==> config.mk <==
export PLATFORM = sky130hd
export DESIGN_NAME = scope_top
export DESIGN_NICKNAME = d
export VERILOG_FILES = /design/src/scope_pkg.sv /design/src/cmd_receiver.sv /design/src/cmd_processor.sv /design/src/sample_unpack.sv /design/src/acq_trigger.sv /design/src/sample_fifo.sv /design/src/reply_tx.sv /design/src/scope_top.sv
export SDC_FILE = /design/constraint.sdc
export NUM_CORES = 2
export LEC_CHECK = 0
export BUFFER_PORTS_ARGS = -buffer_cell sky130_fd_sc_hd__clkbuf_2
export CAP_MARGIN = 20
export CORE_MARGIN = 3
export CORE_UTILIZATION = 48
export DETAILED_ROUTE_END_ITERATION = 6
export GPL_ROUTABILITY_DRIVEN = 1
export PLACE_DENSITY = 0.62
export SLEW_MARGIN = 20
export SYNTH_ARGS = -nofsm -noshare
export SYNTH_HDL_FRONTEND = slang
export SYNTH_SLANG_ARGS = --single-unit
==> constraint.sdc <==
create_clock -name clk -period 26 [get_ports clk]
set_input_delay 2.6 -clock clk [delete_from_list [all_inputs] [get_ports clk]]
set_output_delay 2.6 -clock clk [all_outputs]
set_load 0.005 [all_outputs]
==> src/scope_pkg.sv <==
//--------------------------------------
// digitizer command processor
// shared widths, types, command codes and constants
//--------------------------------------
`default_nettype none

package scope_pkg;

	//--------------------------------------
	// widths
	localparam int SAMPLE_W = 12;                   // one adc sample
	localparam int STROBE_W = 2;                    // one clock-strobe field
	localparam int SLOT_W   = STROBE_W + SAMPLE_W;  // stored slot with the strobe on top

	typedef logic signed [SAMPLE_W-1:0] sample_t;
	typedef logic [STROBE_W-1:0]        strobe_t;
	typedef logic [7:0]                 byte_t;
	typedef logic [31:0]                word_t;
	typedef logic [15:0]                frame_len_t;  // frames to take
	typedef logic [31:0]                byte_len_t;   // readout length in bytes

	// eight command bytes with op received first
	typedef struct packed {
		byte_t op;
		byte_t arg1;
		byte_t arg2;
		byte_t arg3;
		byte_t arg4;
		byte_t arg5;
		byte_t arg6;
		byte_t arg7;
	} cmd_t;

	typedef struct packed {
		logic       threshold;  // wait for the threshold crossing
		frame_len_t frames;
	} acq_cmd_t;

	typedef enum logic [7:0] {
		CMD_READOUT = 8'd0,
		CMD_VERSION = 8'd2,
		CMD_ARM     = 8'd5
	} cmd_op_e;

	//--------------------------------------
	// constants
	localparam word_t   FIRMWARE_VERSION = 32'd11;
	localparam sample_t TRIG_LOWER       = -12'sd10;
	localparam sample_t TRIG_UPPER       = 12'sd10;
	localparam word_t   FRAME_MARKER     = 32'hbeefdead;

endpackage

`default_nettype wire

==> src/cmd_receiver.sv <==
//--------------------------------------
// command receiver
// collects eight bytes from the command stream
//--------------------------------------
`timescale 1ns/1ps
`default_nettype none

module cmd_receiver
	import scope_pkg::*;
(
	input  wire        clk,
	input  wire        rstn,
	input  wire        i_tvalid,
	input  wire byte_t i_tdata,
	output logic       o_tready,
	output cmd_t       o_cmd,
	output logic       o_cmd_valid,
	input  wire        i_cmd_take
);

	logic [2:0] byte_cnt;
	logic       accept;

	assign o_tready = !o_cmd_valid;  // stall while a command is pending
	assign accept   = i_tvalid && o_tready;

	always_ff @(posedge clk or negedge rstn) begin
		if (!rstn) begin
			byte_cnt    <= '0;
			o_cmd_valid <= 1'b0;
		end else if (accept) begin
			byte_cnt <= byte_cnt + 3'd1;  // wraps after the eighth byte
			if (byte_cnt == 3'd7) begin
				o_cmd_valid <= 1'b1;
			end
		end else if (i_cmd_take) begin
			o_cmd_valid <= 1'b0;
		end
	end

	always_ff @(posedge clk) begin
		if (accept) begin
			case (byte_cnt)
				3'd0: o_cmd.op   <= i_tdata;
				3'd1: o_cmd.arg1 <= i_tdata;
				3'd2: o_cmd.arg2 <= i_tdata;
				3'd3: o_cmd.arg3 <= i_tdata;
				3'd4: o_cmd.arg4 <= i_tdata;
				3'd5: o_cmd.arg5 <= i_tdata;
				3'd6: o_cmd.arg6 <= i_tdata;
				default: o_cmd.arg7 <= i_tdata;
			endcase
		end
	end

endmodule

`default_nettype wire

==> src/cmd_processor.sv <==
//--------------------------------------
// command processor
// decodes a received command, arms the acquisition
// or requests a reply and waits for it to finish
//--------------------------------------
`timescale 1ns/1ps
`default_nettype none

module cmd_processor
	import scope_pkg::*;
(
	input  wire       clk,
	input  wire       rstn,
	input  wire cmd_t i_cmd,
	input  wire       i_cmd_valid,
	output logic      o_cmd_take,
	input  wire       i_acq_idle,
	output logic      o_arm,
	output acq_cmd_t  o_acq_cmd,
	output logic      o_const_req,
	output word_t     o_const_word,
	output logic      o_dump_req,
	output byte_len_t o_dump_len,
	input  wire       i_reply_done
);

	typedef enum logic {
		IDLE,
		WAIT_REPLY
	} proc_state_e;

	proc_state_e state;
	logic        start;

	// cmd_valid is still high in the cycle of the take pulse
	assign start = i_cmd_valid && !o_cmd_take && (state == IDLE);

	//--------------------------------------
	// control
	always_ff @(posedge clk or negedge rstn) begin
		if (!rstn) begin
			state       <= IDLE;
			o_cmd_take  <= 1'b0;
			o_arm       <= 1'b0;
			o_const_req <= 1'b0;
			o_dump_req  <= 1'b0;
		end else begin
			o_cmd_take  <= start;
			o_arm       <= 1'b0;
			o_const_req <= 1'b0;
			o_dump_req  <= 1'b0;
			case (state)
				IDLE: begin
					if (start) begin
						case (i_cmd.op)
							CMD_READOUT: begin
								o_dump_req <= 1'b1;
								state      <= WAIT_REPLY;
							end
							CMD_VERSION: begin
								o_const_req <= 1'b1;
								state       <= WAIT_REPLY;
							end
							CMD_ARM: begin
								o_arm <= i_acq_idle;  // dropped while a capture runs
							end
							default: ;  // unknown code gets no reply
						endcase
					end
				end
				WAIT_REPLY: begin
					if (i_reply_done) begin
						state <= IDLE;
					end
				end
				default: state <= IDLE;
			endcase
		end
	end

	//--------------------------------------
	// request payloads, sampled with the command
	always_ff @(posedge clk) begin
		if (start) begin
			o_dump_len          <= {i_cmd.arg7, i_cmd.arg6, i_cmd.arg5, i_cmd.arg4};
			o_const_word        <= FIRMWARE_VERSION;
			o_acq_cmd.threshold <= (i_cmd.arg1 == 8'd1);
			o_acq_cmd.frames    <= {i_cmd.arg5, i_cmd.arg4};  // little endian
		end
	end

endmodule

`default_nettype wire

==> src/sample_unpack.sv <==
//--------------------------------------
// sample unpacker
// de-interleaves the raw lane bits into samples and strobes
//--------------------------------------
`timescale 1ns/1ps
`default_nettype none

module sample_unpack
	import scope_pkg::*;
#(
	parameter int NUM_SAMPLES = 8
) (
	input  wire                            clk,
	input  wire                            rstn,
	input  wire [NUM_SAMPLES*SLOT_W-1:0]   i_lvds_bits,
	output sample_t [NUM_SAMPLES-1:0]      o_samples,
	output strobe_t [NUM_SAMPLES-1:0]      o_strobes
);

	sample_t [NUM_SAMPLES-1:0] samples_d;
	strobe_t [NUM_SAMPLES-1:0] strobes_d;

	// bit b of sample k sits at NUM_SAMPLES*b + k with the strobe bits above
	always_comb begin
		for (int k = 0; k < NUM_SAMPLES; k++) begin
			for (int b = 0; b < SAMPLE_W; b++) begin
				samples_d[k][b] = i_lvds_bits[NUM_SAMPLES*b + k];
			end
			for (int s = 0; s < STROBE_W; s++) begin
				strobes_d[k][s] = i_lvds_bits[NUM_SAMPLES*(SAMPLE_W+s) + k];
			end
		end
	end

	always_ff @(posedge clk or negedge rstn) begin
		if (!rstn) begin
			o_samples <= '0;
			o_strobes <= '0;
		end else begin
			o_samples <= samples_d;
			o_strobes <= strobes_d;
		end
	end

endmodule

`default_nettype wire

==> src/acq_trigger.sv <==
//--------------------------------------
// acquisition control
// optional threshold trigger on sample 0, then writes
// one packed frame per cycle into the sample fifo
//--------------------------------------
`timescale 1ns/1ps
`default_nettype none

module acq_trigger
	import scope_pkg::*;
#(
	parameter int NUM_SAMPLES = 8
) (
	input  wire                              clk,
	input  wire                              rstn,
	input  wire                              i_arm,
	input  wire acq_cmd_t                    i_acq_cmd,
	output logic                             o_idle,
	input  wire sample_t [NUM_SAMPLES-1:0]   i_samples,
	input  wire strobe_t [NUM_SAMPLES-1:0]   i_strobes,
	output logic                             o_wr,
	output logic [NUM_SAMPLES*SLOT_W-1:0]    o_wr_frame,
	input  wire                              i_full
);

	typedef enum logic [1:0] {
		READY,
		WAIT_LOW,
		WAIT_HIGH,
		TAKE
	} acq_state_e;

	acq_state_e state;
	frame_len_t frame_cnt;
	frame_len_t frame_target;

	assign o_idle = (state == READY);
	assign o_wr   = (state == TAKE) && !i_full && (frame_cnt < frame_target);

	// slot k holds strobe k above sample k
	always_comb begin
		for (int k = 0; k < NUM_SAMPLES; k++) begin
			o_wr_frame[k*SLOT_W +: SLOT_W] = {i_strobes[k], i_samples[k]};
		end
	end

	always_ff @(posedge clk or negedge rstn) begin
		if (!rstn) begin
			state        <= READY;
			frame_cnt    <= '0;
			frame_target <= '0;
		end else begin
			case (state)
				READY: begin
					if (i_arm) begin
						frame_cnt    <= '0;
						frame_target <= i_acq_cmd.frames;
						if (i_acq_cmd.threshold) begin
							state <= WAIT_LOW;
						end else begin
							state <= TAKE;  // untriggered capture
						end
					end
				end
				WAIT_LOW: begin
					if ($signed(i_samples[0]) < TRIG_LOWER) state <= WAIT_HIGH;
				end
				WAIT_HIGH: begin
					if ($signed(i_samples[0]) > TRIG_UPPER) state <= TAKE;
				end
				TAKE: begin
					if (o_wr) begin
						frame_cnt <= frame_cnt + 16'd1;
					end else begin
						state <= READY;  // count reached or fifo full
					end
				end
				default: state <= READY;
			endcase
		end
	end

endmodule

`default_nettype wire

==> src/sample_fifo.sv <==
//--------------------------------------
// sample fifo
// show-ahead frame buffer between capture and readout
//--------------------------------------
`timescale 1ns/1ps
`default_nettype none

module sample_fifo
	import scope_pkg::*;
#(
	parameter int NUM_SAMPLES = 8,
	parameter int FIFO_DEPTH  = 16
) (
	input  wire                            clk,
	input  wire                            rstn,
	input  wire                            i_wr,
	input  wire [NUM_SAMPLES*SLOT_W-1:0]   i_wr_frame,
	output logic                           o_full,
	input  wire                            i_rd,
	output logic [NUM_SAMPLES*SLOT_W-1:0]  o_rd_frame,
	output logic                           o_empty
);

	localparam int FRAME_W = NUM_SAMPLES * SLOT_W;
	localparam int AW      = (FIFO_DEPTH > 1) ? $clog2(FIFO_DEPTH) : 1;
	localparam int CW      = $clog2(FIFO_DEPTH + 1);

	logic [FRAME_W-1:0] mem [FIFO_DEPTH];
	logic [AW-1:0]      wr_ptr;
	logic [AW-1:0]      rd_ptr;
	logic [CW-1:0]      count;
	logic               wr_en;
	logic               rd_en;

	assign wr_en      = i_wr && !o_full;
	assign rd_en      = i_rd && !o_empty;
	assign o_full     = (count == CW'(FIFO_DEPTH));
	assign o_empty    = (count == '0);
	assign o_rd_frame = mem[rd_ptr];  // head of queue

	always_ff @(posedge clk) begin
		if (wr_en) mem[wr_ptr] <= i_wr_frame;
	end

	always_ff @(posedge clk or negedge rstn) begin
		if (!rstn) begin
			wr_ptr <= '0;
			rd_ptr <= '0;
			count  <= '0;
		end else begin
			if (wr_en) wr_ptr <= (wr_ptr == AW'(FIFO_DEPTH-1)) ? '0 : wr_ptr + 1'b1;
			if (rd_en) rd_ptr <= (rd_ptr == AW'(FIFO_DEPTH-1)) ? '0 : rd_ptr + 1'b1;
			count <= count + CW'(wr_en) - CW'(rd_en);
		end
	end

endmodule

`default_nettype wire

==> src/reply_tx.sv <==
//--------------------------------------
// reply transmitter
// drives the 32-bit reply stream, either one constant
// word or frames popped from the sample fifo
//--------------------------------------
`timescale 1ns/1ps
`default_nettype none

module reply_tx
	import scope_pkg::*;
#(
	parameter int NUM_SAMPLES = 8
) (
	input  wire                            clk,
	input  wire                            rstn,
	input  wire                            i_const_req,
	input  wire word_t                     i_const_word,
	input  wire                            i_dump_req,
	input  wire byte_len_t                 i_dump_len,
	output logic                           o_done,
	input  wire [NUM_SAMPLES*SLOT_W-1:0]   i_rd_frame,
	input  wire                            i_empty,
	output logic                           o_rd,
	output logic                           o_tvalid,
	output word_t                          o_tdata,
	output logic [3:0]                     o_tkeep,
	output logic                           o_tlast,
	input  wire                            i_tready
);

	localparam int HALF  = NUM_SAMPLES / 2;
	localparam int WPF   = HALF + 2;  // pairs, strobe word, marker
	localparam int IDX_W = $clog2(WPF);

	typedef enum logic [1:0] {
		IDLE,
		FETCH,
		SEND
	} tx_state_e;

	tx_state_e                   state;
	logic                        const_mode;
	word_t                       const_q;
	logic [NUM_SAMPLES*SLOT_W-1:0] frame_q;
	logic [IDX_W-1:0]            word_idx;
	byte_len_t                   words_left;
	byte_len_t                   dump_words;
	logic [3:0]                  keep_last;
	word_t                       strobe_word;
	word_t                       frame_word;

	assign dump_words = {2'b00, i_dump_len[31:2]} + byte_len_t'(|i_dump_len[1:0]);
	assign o_rd       = (state == FETCH) && !i_empty;
	assign o_tvalid   = (state == SEND);
	assign o_tlast    = (words_left == 32'd1);
	assign o_tkeep    = o_tlast ? keep_last : 4'b1111;
	assign o_tdata    = const_mode ? const_q : frame_word;

	//--------------------------------------
	// word layout within a frame
	always_comb begin
		strobe_word = '0;
		for (int k = 0; k < NUM_SAMPLES; k++) begin
			strobe_word[k*STROBE_W +: STROBE_W] = frame_q[k*SLOT_W + SAMPLE_W +: STROBE_W];
		end
		if (word_idx < IDX_W'(HALF)) begin
			frame_word = {4'b0, frame_q[(2*word_idx+1)*SLOT_W +: SAMPLE_W],
				4'b0, frame_q[(2*word_idx)*SLOT_W +: SAMPLE_W]};
		end else if (word_idx == IDX_W'(HALF)) begin
			frame_word = strobe_word;
		end else begin
			frame_word = FRAME_MARKER;
		end
	end

	always_ff @(posedge clk or negedge rstn) begin
		if (!rstn) begin
			state      <= IDLE;
			o_done     <= 1'b0;
			const_mode <= 1'b0;
			word_idx   <= '0;
			words_left <= '0;
			keep_last  <= 4'b1111;
		end else begin
			o_done <= 1'b0;
			case (state)
				IDLE: begin
					if (i_const_req) begin
						const_mode <= 1'b1;
						words_left <= 32'd1;
						keep_last  <= 4'b1111;
						state      <= SEND;
					end else if (i_dump_req) begin
						const_mode <= 1'b0;
						words_left <= dump_words;
						case (i_dump_len[1:0])  // bytes in the last word
							2'd1:    keep_last <= 4'b0001;
							2'd2:    keep_last <= 4'b0011;
							2'd3:    keep_last <= 4'b0111;
							default: keep_last <= 4'b1111;
						endcase
						if (dump_words == '0) o_done <= 1'b1;  // nothing to send
						else state <= FETCH;
					end
				end
				FETCH: begin
					if (o_rd) begin
						word_idx <= '0;
						state    <= SEND;
					end
				end
				SEND: begin
					if (i_tready) begin
						words_left <= words_left - 32'd1;
						if (o_tlast) begin
							o_done <= 1'b1;
							state  <= IDLE;
						end else if (word_idx == IDX_W'(WPF-1)) begin
							state <= FETCH;  // next frame
						end else begin
							word_idx <= word_idx + 1'b1;
						end
					end
				end
				default: state <= IDLE;
			endcase
		end
	end

	always_ff @(posedge clk) begin
		if (i_const_req && state == IDLE) const_q <= i_const_word;
		if (o_rd) frame_q <= i_rd_frame;
	end

endmodule

`default_nettype wire

==> src/scope_top.sv <==
//--------------------------------------
// digitizer command processor top level
// command stream in, acquisition into fifo, reply stream out
//--------------------------------------
`timescale 1ns/1ps
`default_nettype none

module scope_top
	import scope_pkg::*;
#(
	parameter int NUM_SAMPLES = 8,   // even, at most 16
	parameter int FIFO_DEPTH  = 16
) (
	input  wire                            clk,
	input  wire                            rstn,
	// command stream
	input  wire                            i_s_tvalid,
	input  wire byte_t                     i_s_tdata,
	output logic                           o_s_tready,
	// reply stream
	output logic                           o_m_tvalid,
	output word_t                          o_m_tdata,
	output logic [3:0]                     o_m_tkeep,
	output logic                           o_m_tlast,
	input  wire                            i_m_tready,
	// raw lane bits
	input  wire [NUM_SAMPLES*SLOT_W-1:0]   i_lvds_bits
);

	localparam int FRAME_W = NUM_SAMPLES * SLOT_W;

	cmd_t      cmd;
	logic      cmd_valid;
	logic      cmd_take;
	logic      acq_idle;
	logic      arm;
	acq_cmd_t  acq_cmd;
	logic      const_req;
	word_t     const_word;
	logic      dump_req;
	byte_len_t dump_len;
	logic      reply_done;

	sample_t [NUM_SAMPLES-1:0] samples;
	strobe_t [NUM_SAMPLES-1:0] strobes;
	logic                      wr;
	logic [FRAME_W-1:0]        wr_frame;
	logic                      full;
	logic                      rd;
	logic [FRAME_W-1:0]        rd_frame;
	logic                      empty;

	//--------------------------------------
	// command path
	cmd_receiver rx_i (
		.clk(clk), .rstn(rstn),
		.i_tvalid(i_s_tvalid), .i_tdata(i_s_tdata), .o_tready(o_s_tready),
		.o_cmd(cmd), .o_cmd_valid(cmd_valid), .i_cmd_take(cmd_take)
	);

	cmd_processor proc_i (
		.clk(clk), .rstn(rstn),
		.i_cmd(cmd), .i_cmd_valid(cmd_valid), .o_cmd_take(cmd_take),
		.i_acq_idle(acq_idle), .o_arm(arm), .o_acq_cmd(acq_cmd),
		.o_const_req(const_req), .o_const_word(const_word),
		.o_dump_req(dump_req), .o_dump_len(dump_len), .i_reply_done(reply_done)
	);

	//--------------------------------------
	// capture path
	sample_unpack #(.NUM_SAMPLES(NUM_SAMPLES)) unpack_i (
		.clk(clk), .rstn(rstn), .i_lvds_bits(i_lvds_bits),
		.o_samples(samples), .o_strobes(strobes)
	);

	acq_trigger #(.NUM_SAMPLES(NUM_SAMPLES)) trig_i (
		.clk(clk), .rstn(rstn), .i_arm(arm), .i_acq_cmd(acq_cmd), .o_idle(acq_idle),
		.i_samples(samples), .i_strobes(strobes),
		.o_wr(wr), .o_wr_frame(wr_frame), .i_full(full)
	);

	sample_fifo #(.NUM_SAMPLES(NUM_SAMPLES), .FIFO_DEPTH(FIFO_DEPTH)) fifo_i (
		.clk(clk), .rstn(rstn),
		.i_wr(wr), .i_wr_frame(wr_frame), .o_full(full),
		.i_rd(rd), .o_rd_frame(rd_frame), .o_empty(empty)
	);

	//--------------------------------------
	// reply path
	reply_tx #(.NUM_SAMPLES(NUM_SAMPLES)) tx_i (
		.clk(clk), .rstn(rstn),
		.i_const_req(const_req), .i_const_word(const_word),
		.i_dump_req(dump_req), .i_dump_len(dump_len), .o_done(reply_done),
		.i_rd_frame(rd_frame), .i_empty(empty), .o_rd(rd),
		.o_tvalid(o_m_tvalid), .o_tdata(o_m_tdata), .o_tkeep(o_m_tkeep),
		.o_tlast(o_m_tlast), .i_tready(i_m_tready)
	);

endmodule

`default_nettype wire

**Word level (Yosys, flattened, before mapping)**

Memories as Yosys holds them, arrays and structs flattened. A register that Yosys moved wholly into a read port is not among the register bits.
Index checks and enable logic that the tools add are counted.

- Output and inout port bits: 39
- Register bits after elaboration: 308
- Memories kept: 1
- Memory bits (writable): 1792
- Logic and storage cells: 203

- Magnitude comparators: 4
- Reductions and logical operators: 40
- Eq/ne operators: 37
- $mul: 2
- Multiplexer cells: 61
- Shifts and indexed selects: 2
- Add/subtract/negate cells: 10
- Bitwise logic cells: 2

Memories:

| name | words | width | read ports | clocked after memory_dff | wr ports | RTL line | source |
|---|---|---|---|---|---|---|---|
| fifo_i.mem | 16 | 112 | 1 | 1 | 1 | sample_fifo.sv:28 | `logic [FRAME_W-1:0] mem [FIFO_DEPTH];` |

Operators with widths:

| operator | count |
|---|---|
| 32-bit two-way mux | 6 |
| 112-bit by 10-bit indexed part select with 12-bit output | 1 |
| 112-bit by 33-bit indexed part select with 12-bit output | 1 |
| 32-bit case mux with 2 select lines | 1 |
| 32-bit by 1-bit equality test with 1-bit output (second input constant) | 1 |
| 32-bit zero test | 1 |
| 32-bit by 3-bit multiplier with 31-bit output (second input constant) | 1 |
| 16-bit two-way mux | 2 |
| 16-bit case mux with 2 select lines | 1 |
| 32-bit by 1-bit subtractor with 32-bit output (second input constant) | 1 |
| 30-bit by 1-bit adder with 31-bit output | 1 |
| 1-bit two-way mux | 24 |
| 2-bit two-way mux | 12 |
| 4-bit two-way mux | 5 |
| 3-bit equality test (second input constant) | 6 |
| 2-bit AND reduction | 9 |
| 16-bit by 1-bit adder with 16-bit output (second input constant) | 1 |
| 16-bit < comparator | 1 |
| 12-bit by 5-bit > comparator with 1-bit output (second input constant) | 1 |
| 12-bit by 5-bit < comparator with 1-bit output (second input constant) | 1 |
| 3-bit two-way mux | 4 |
| 2-bit inequality test (second input constant) | 6 |
| 4-bit case mux with 3 select lines | 1 |
| 2-bit equality test (second input constant) | 5 |
| other kinds (35) | 65 |

**Depth between registers and ports, before layout**

- Word-level depth: 7
- Depth in mapped cells: 18
- Mapped depth without buffers: 16

**Modules after synthesis**

Synthesis repeated with hierarchy kept, for this count alone.

- Cell total of the unflattened synthesis: 4454
- Area, all modules: 87581.5 um^2

Modules (own cells, without submodules):

| module | area an instance (um^2) | instances | cells each |
|---|---|---|---|
| sample_fifo | 68982.4 | 1 | 3074 |
| reply_tx | 9004.9 | 1 | 747 |
| acq_trigger | 2971.6 | 1 | 325 |
| sample_unpack | 2802.7 | 1 | 112 |
| cmd_receiver | 2234.6 | 1 | 94 |
| cmd_processor | 1585.3 | 1 | 102 |

**Worst setup path after synthesis**

OpenSTA, ideal clock, no wires.

- Path type: flip-flop to flip-flop
- From: register trig_i.frame_cnt[5]
- To: memory fifo_i.mem[3][0] (netlist bit) (enable)
- Slack: 15742 ps
- Cell stages (with the launch flop): 11
- Setup time: 720 ps
- Buffers on the path: 1
- Clock period less this slack: 10258 ps
- Arrival time: 9538 ps
- Cell sequence: dfrtp_1 -> ha_1 -> a21o_1 -> a21o_1 -> a21o_1 -> a211oi_1 -> o21ai_1 -> inv_1 -> buf_2 -> nand2_1 -> nor3_1

- Longest elaborated chain between the ends: 5

Ends and longest elaborated chain:

| what | RTL line | source |
|---|---|---|
| start, declared | acq_trigger.sv:34 | `frame_len_t frame_cnt;` |
| start signal, assigned | acq_trigger.sv:73 | `frame_cnt <= frame_cnt + 16'd1;` |
| 16-bit < comparator | acq_trigger.sv:38 | `assign o_wr = (state == TAKE) && !i_full && (frame_cnt < frame_target);` |
| 1-bit logical AND | acq_trigger.sv:38 |  |
| 1-bit logical AND | sample_fifo.sv:35 | `assign wr_en = i_wr && !o_full;` |
| 1-bit two-way mux | sample_fifo.sv:42 | `if (wr_en) mem[wr_ptr] <= i_wr_frame;` |
| 1-bit two-way mux (implied by the code) | sample_fifo.sv:42 |  |
| end, declared | sample_fifo.sv:28 |  |

Every way passes these cells.

**Worst setup path after layout**

- From: register tx_i.word_idx[0]
- To: output port o_m_tdata[27]

- Longest elaborated chain between the ends: 5
- Elaborated cells between the ends (all ways): 8
- Classes of those cells: 1 x add/sub; 1 x mul; 1 x order compare; 1 x eq/ne; 1 x shift; 3 x mux

Ends and longest elaborated chain:

| what | RTL line | source |
|---|---|---|
| start, declared | reply_tx.sv:45 | `logic [IDX_W-1:0] word_idx;` |
| start signal, assigned | reply_tx.sv:121 | `word_idx <= word_idx + 1'b1;` |
| 4-bit by 1-bit adder with 5-bit output | reply_tx.sv:67 | `frame_word = {4'b0, frame_q[(2*word_idx+1)*SLOT_W +: SAMPLE_W],` |
| 32-bit by 3-bit multiplier with 31-bit output | reply_tx.sv:67 |  |
| 112-bit by 33-bit indexed part select with 12-bit output | reply_tx.sv:67 |  |
| 32-bit two-way mux * | reply_tx.sv:66 | `if (word_idx < IDX_W'(HALF)) begin` |
| 32-bit two-way mux * | reply_tx.sv:57 | `assign o_tdata = const_mode ? const_q : frame_word;` |
| end, declared | scope_top.sv:22 | `output word_t o_m_tdata,` |

Mark *: on every way between the ends. The rest lies on a longest branch, timed or not.

==> flow_metrics.py <==
metrics = {
    "clock_network": {
        "clock_tree.htree_level_count": 4,
        "postCtsHoldBufs": 0,
        "cts_buffer_depth": 3,
        "cts_setup_buffers": 0,
        "insertion_delay_ps": 840,
        "cts_resized": 0,
        "clk_pin_slew_worst_paths_ps": 70,
        "root_buffer": "clkbuf_16",
        "tritoncts": "built",
        "cts_sinks": 2195,
        "cts_buffers": 215,
    },
    "pwr": {
        "leakagePower_nw": 32.6,
        "power.density_mw_per_mm2": 108,
        "vdd.ir_drop.worst_v": 0.0000911,
    },
    "drt": {
        "dr.pass1.iters": 5,
        "drtIter0Drc": 4862,
        "num_vias": 46000,
        "wl_per_cell_um": 29.1,
        "totalWireLength_um": 219000,
        "ant_nets": 0,
        "drcViolationCount": 0,
        "vias_per_cell": 6.12,
    },
    "final_layout": {
        "drive_gt1_frac": 0.208,
        "final_cell_mix": "1985 x edfxtp_1, 354 x mux2i_1, 310 x o21ai_0",
        "nNetsFinal": 5146,
        "final_common_cell": "edfxtp_1",
        "postLayoutCellArea_mm2": 0.0981,
        "syn2layout_area_growth_pct": 12.5,
        "fin_util": 0.547,
    },
    "placed_design": {
        "pre_cts_ws_ps": 18990,
        "dp_hpwl_um": 120000,
        "globalplace.congestion": 0.902,
        "portBuffers": 160,
        "placedInstanceArea_mm2": 0.0907,
    },
    "die": {
        "dieArea_mm2": 0.187,
        "die_w_um": 432,
        "die_h_um": 432,
        "num_io_pins": 163,
        "design.core.area_mm2": 0.180,
        "start_util": 0.486,
        "rows": 155,
    },
    "timing": {
        "fin_setup_tns_ps": 0,
        "worstMarginPinSlew_ps": 1100,
        "period_needed_ps": 7740,
        "fmax_mhz": 129,
        "setup_slack_ps": 18260,
        "finalCritPeriodShare": 0.298,
        "slew_violations": 0,
        "fin_skew_ps": 50.7,
        "setup_viol": 0,
        "holdWs_ps": 413,
        "finalHoldViolations": 0,
        "rsz0062_at_grt": "no",
        "slew_headroom": 0.265,
    },
    "worst_hold_path": {
        "hp-class": "flip-flop to flip-flop",
    },
    "critical_path": {
        "cpMostUsedCell": "o21ai_0",
        "rrSetupSlack_ps": 20970,
        "cp_data_required_time_ps": 23400,
        "worst-setup-path-type": "flip-flop to output port",
        "path_max_fanout": 41,
        "cpPeakStageDelay_ps": 780,
        "critical_path.endpoint_type": "output port",
        "cp-start-kind": "flip-flop",
        "crit_arrival_ps": 5140,
        "slowest_stage": "dfrtp_4",
        "path_cells": "clkinv_1 -> fa_1 -> xor2_4 -> buf_4 -> nor2_1 -> a22oi_1 -> nand2_1 -> o21ai_0 -> o21ai_0 -> clkbuf_2",
    },
    "global_route": {
        "top_usage_layer": "met2",
        "grt_pass1_vias": 45600,
        "grtUsageTotal": 0.234,
        "grt_pass1_wl_um": 319000,
        "antenna_found_initial": 16,
        "grt_max_degree": 135,
        "grt_use_met3": 0.0308,
        "met1_usage": 0.334,
        "gr-total-overflow": 0,
        "met2_usage": 0.376,
    },
    "yosys": {
        "ys.flop_type": "edfxtp_1",
        "synth_area_mm2": 0.0872,
        "async_flop_share": 0.0957,
        "synth_edf_count": 1985,
        "yosysWarnings": 0,
        "yosys.cell_types.count": 82,
        "syn_nets": 4952,
        "ys_seq_area_frac": 0.744,
        "ys_seq_elements": 2195,
        "syn_inst": 4774,
        "syn_avg_cell_area_um2": 18.3,
    },
    "run_status": {
        "status": "finished, final reports clean",
    },
    "job": {
        "drv_cap": 0,
    },
}
## layout make-up
class / count / area, um2
fillers: 13900 / 81400
flip-flops and latches: 2195 / 64900
multi-input cells: 2249 / 21200
clock buffers: 287 / 5790
well taps: 2355 / 2950
clock inverters: 117 / 1570
repair buffers: 241 / 1510
inverters: 66 / 253
diodes: 8 / 20.0
## metrics by stage
stage / total power [mW] / instances
after global routing: 11.1 / 7513
final: 10.6 / 7518
after global placement: 7.48 / 7104
after floorplan: 6.37 / 4774
after detailed placement: 7.50 / 7105
after CTS: 10.7 / 7509
## layer usage
layer  vias to the layer above  share of wire
li1                      19700              -
met1                     24300           0.42
met2                      1659           0.49
met3                       334          0.061
met4                         0          0.034
met5                         -              0
## power breakdown
part	switching [mW]	internal (mW)	leakage [nW]
clock	1.34	1.87	3.57
sequential	0.277	4.09	20.4
combinational	1.82	1.24	8.62
total	3.43	7.20	32.6
## path summary, 6_finish.rpt
path,from,end,cells past startpoint
worst max-delay path,tx_i.word_idx[0]$_DFFE_PN0P_,o_m_tdata[27],10
worst min-delay path,rx_i.o_cmd[1]$_DFFE_PP_,proc_i.o_dump_len[25]$_DFFE_PP_,0
worst max register to register,fifo_i.rd_ptr[0]$_DFFE_PN0P_,tx_i.frame_q[47]$_DFFE_PP_,8
worst min register to register,rx_i.o_cmd[1]$_DFFE_PP_,proc_i.o_dump_len[25]$_DFFE_PP_,0
max in group asynchronous,rstn,unpack_i.o_samples[91]$_DFF_PN0_,3
min in group asynchronous,rstn,unpack_i.o_samples[53]$_DFF_PN0_,1
## Yosys cell counts (8+ instances only)
cell type / instances / area, um2
mux2_2: 138 / 1550
o21ai_0: 310 / 1550
nand3_1: 43 / 215
nand2b_1: 11 / 68.8
a21oi_1: 169 / 846
and3_1: 31 / 194
xnor2_1: 28 / 245
a21o_1: 14 / 105
a221oi_1: 115 / 1010
nor4_1: 18 / 113
nand2_1: 215 / 807
nor2b_1: 11 / 68.8
nor3_1: 30 / 150
or2_2: 9 / 56.3
dfrtp_1: 207 / 5180
mux2i_1: 354 / 3540
o22ai_1: 13 / 81.3
a22oi_1: 127 / 953
a22o_1: 20 / 175
clkbuf_1: 170 / 638
nand4_1: 14 / 87.6
o211ai_1: 12 / 90.1
edfxtp_1: 1985 / 59600
mux4_2: 309 / 6960
a211o_1: 8 / 70.1
ha_1: 49 / 613
xor2_1: 19 / 166
nor2_1: 65 / 244
buf_1: 36 / 135
or3_1: 11 / 68.8
buf_2: 52 / 260
inv_1: 64 / 240
## sequential cells by signal (all words and copies together), names as in the netlist, 16 cells and up
signal / flops
rx_i.o_cmd: 48
unpack_i.o_samples: 96
proc_i.o_dump_len: 32
trig_i.frame_target: 16
tx_i.frame_q: 112
unpack_i.o_strobes: 16
trig_i.frame_cnt: 16
tx_i.words_left: 32
fifo_i.mem: 1792
## cell families after synthesis
kind of cell,synth area share
fa+ha+maj,0.00818
compound gates,0.0614
flops,0.744
mux,0.138
simple gates,0.0282
buf+inv,0.0153
other cells,0.0000861
xor+xnor,0.00472
## worst max-delay path, delay by kind of cell (launching register included)
kind | cells | cell delay [ps]
buf+inv | 3 | 1090
flops | 1 | 780
simple gates | 2 | 590
compound gates | 3 | 940
fa+ha+maj | 1 | 680
xor+xnor | 1 | 210
(Power assumes the default switching activity.)
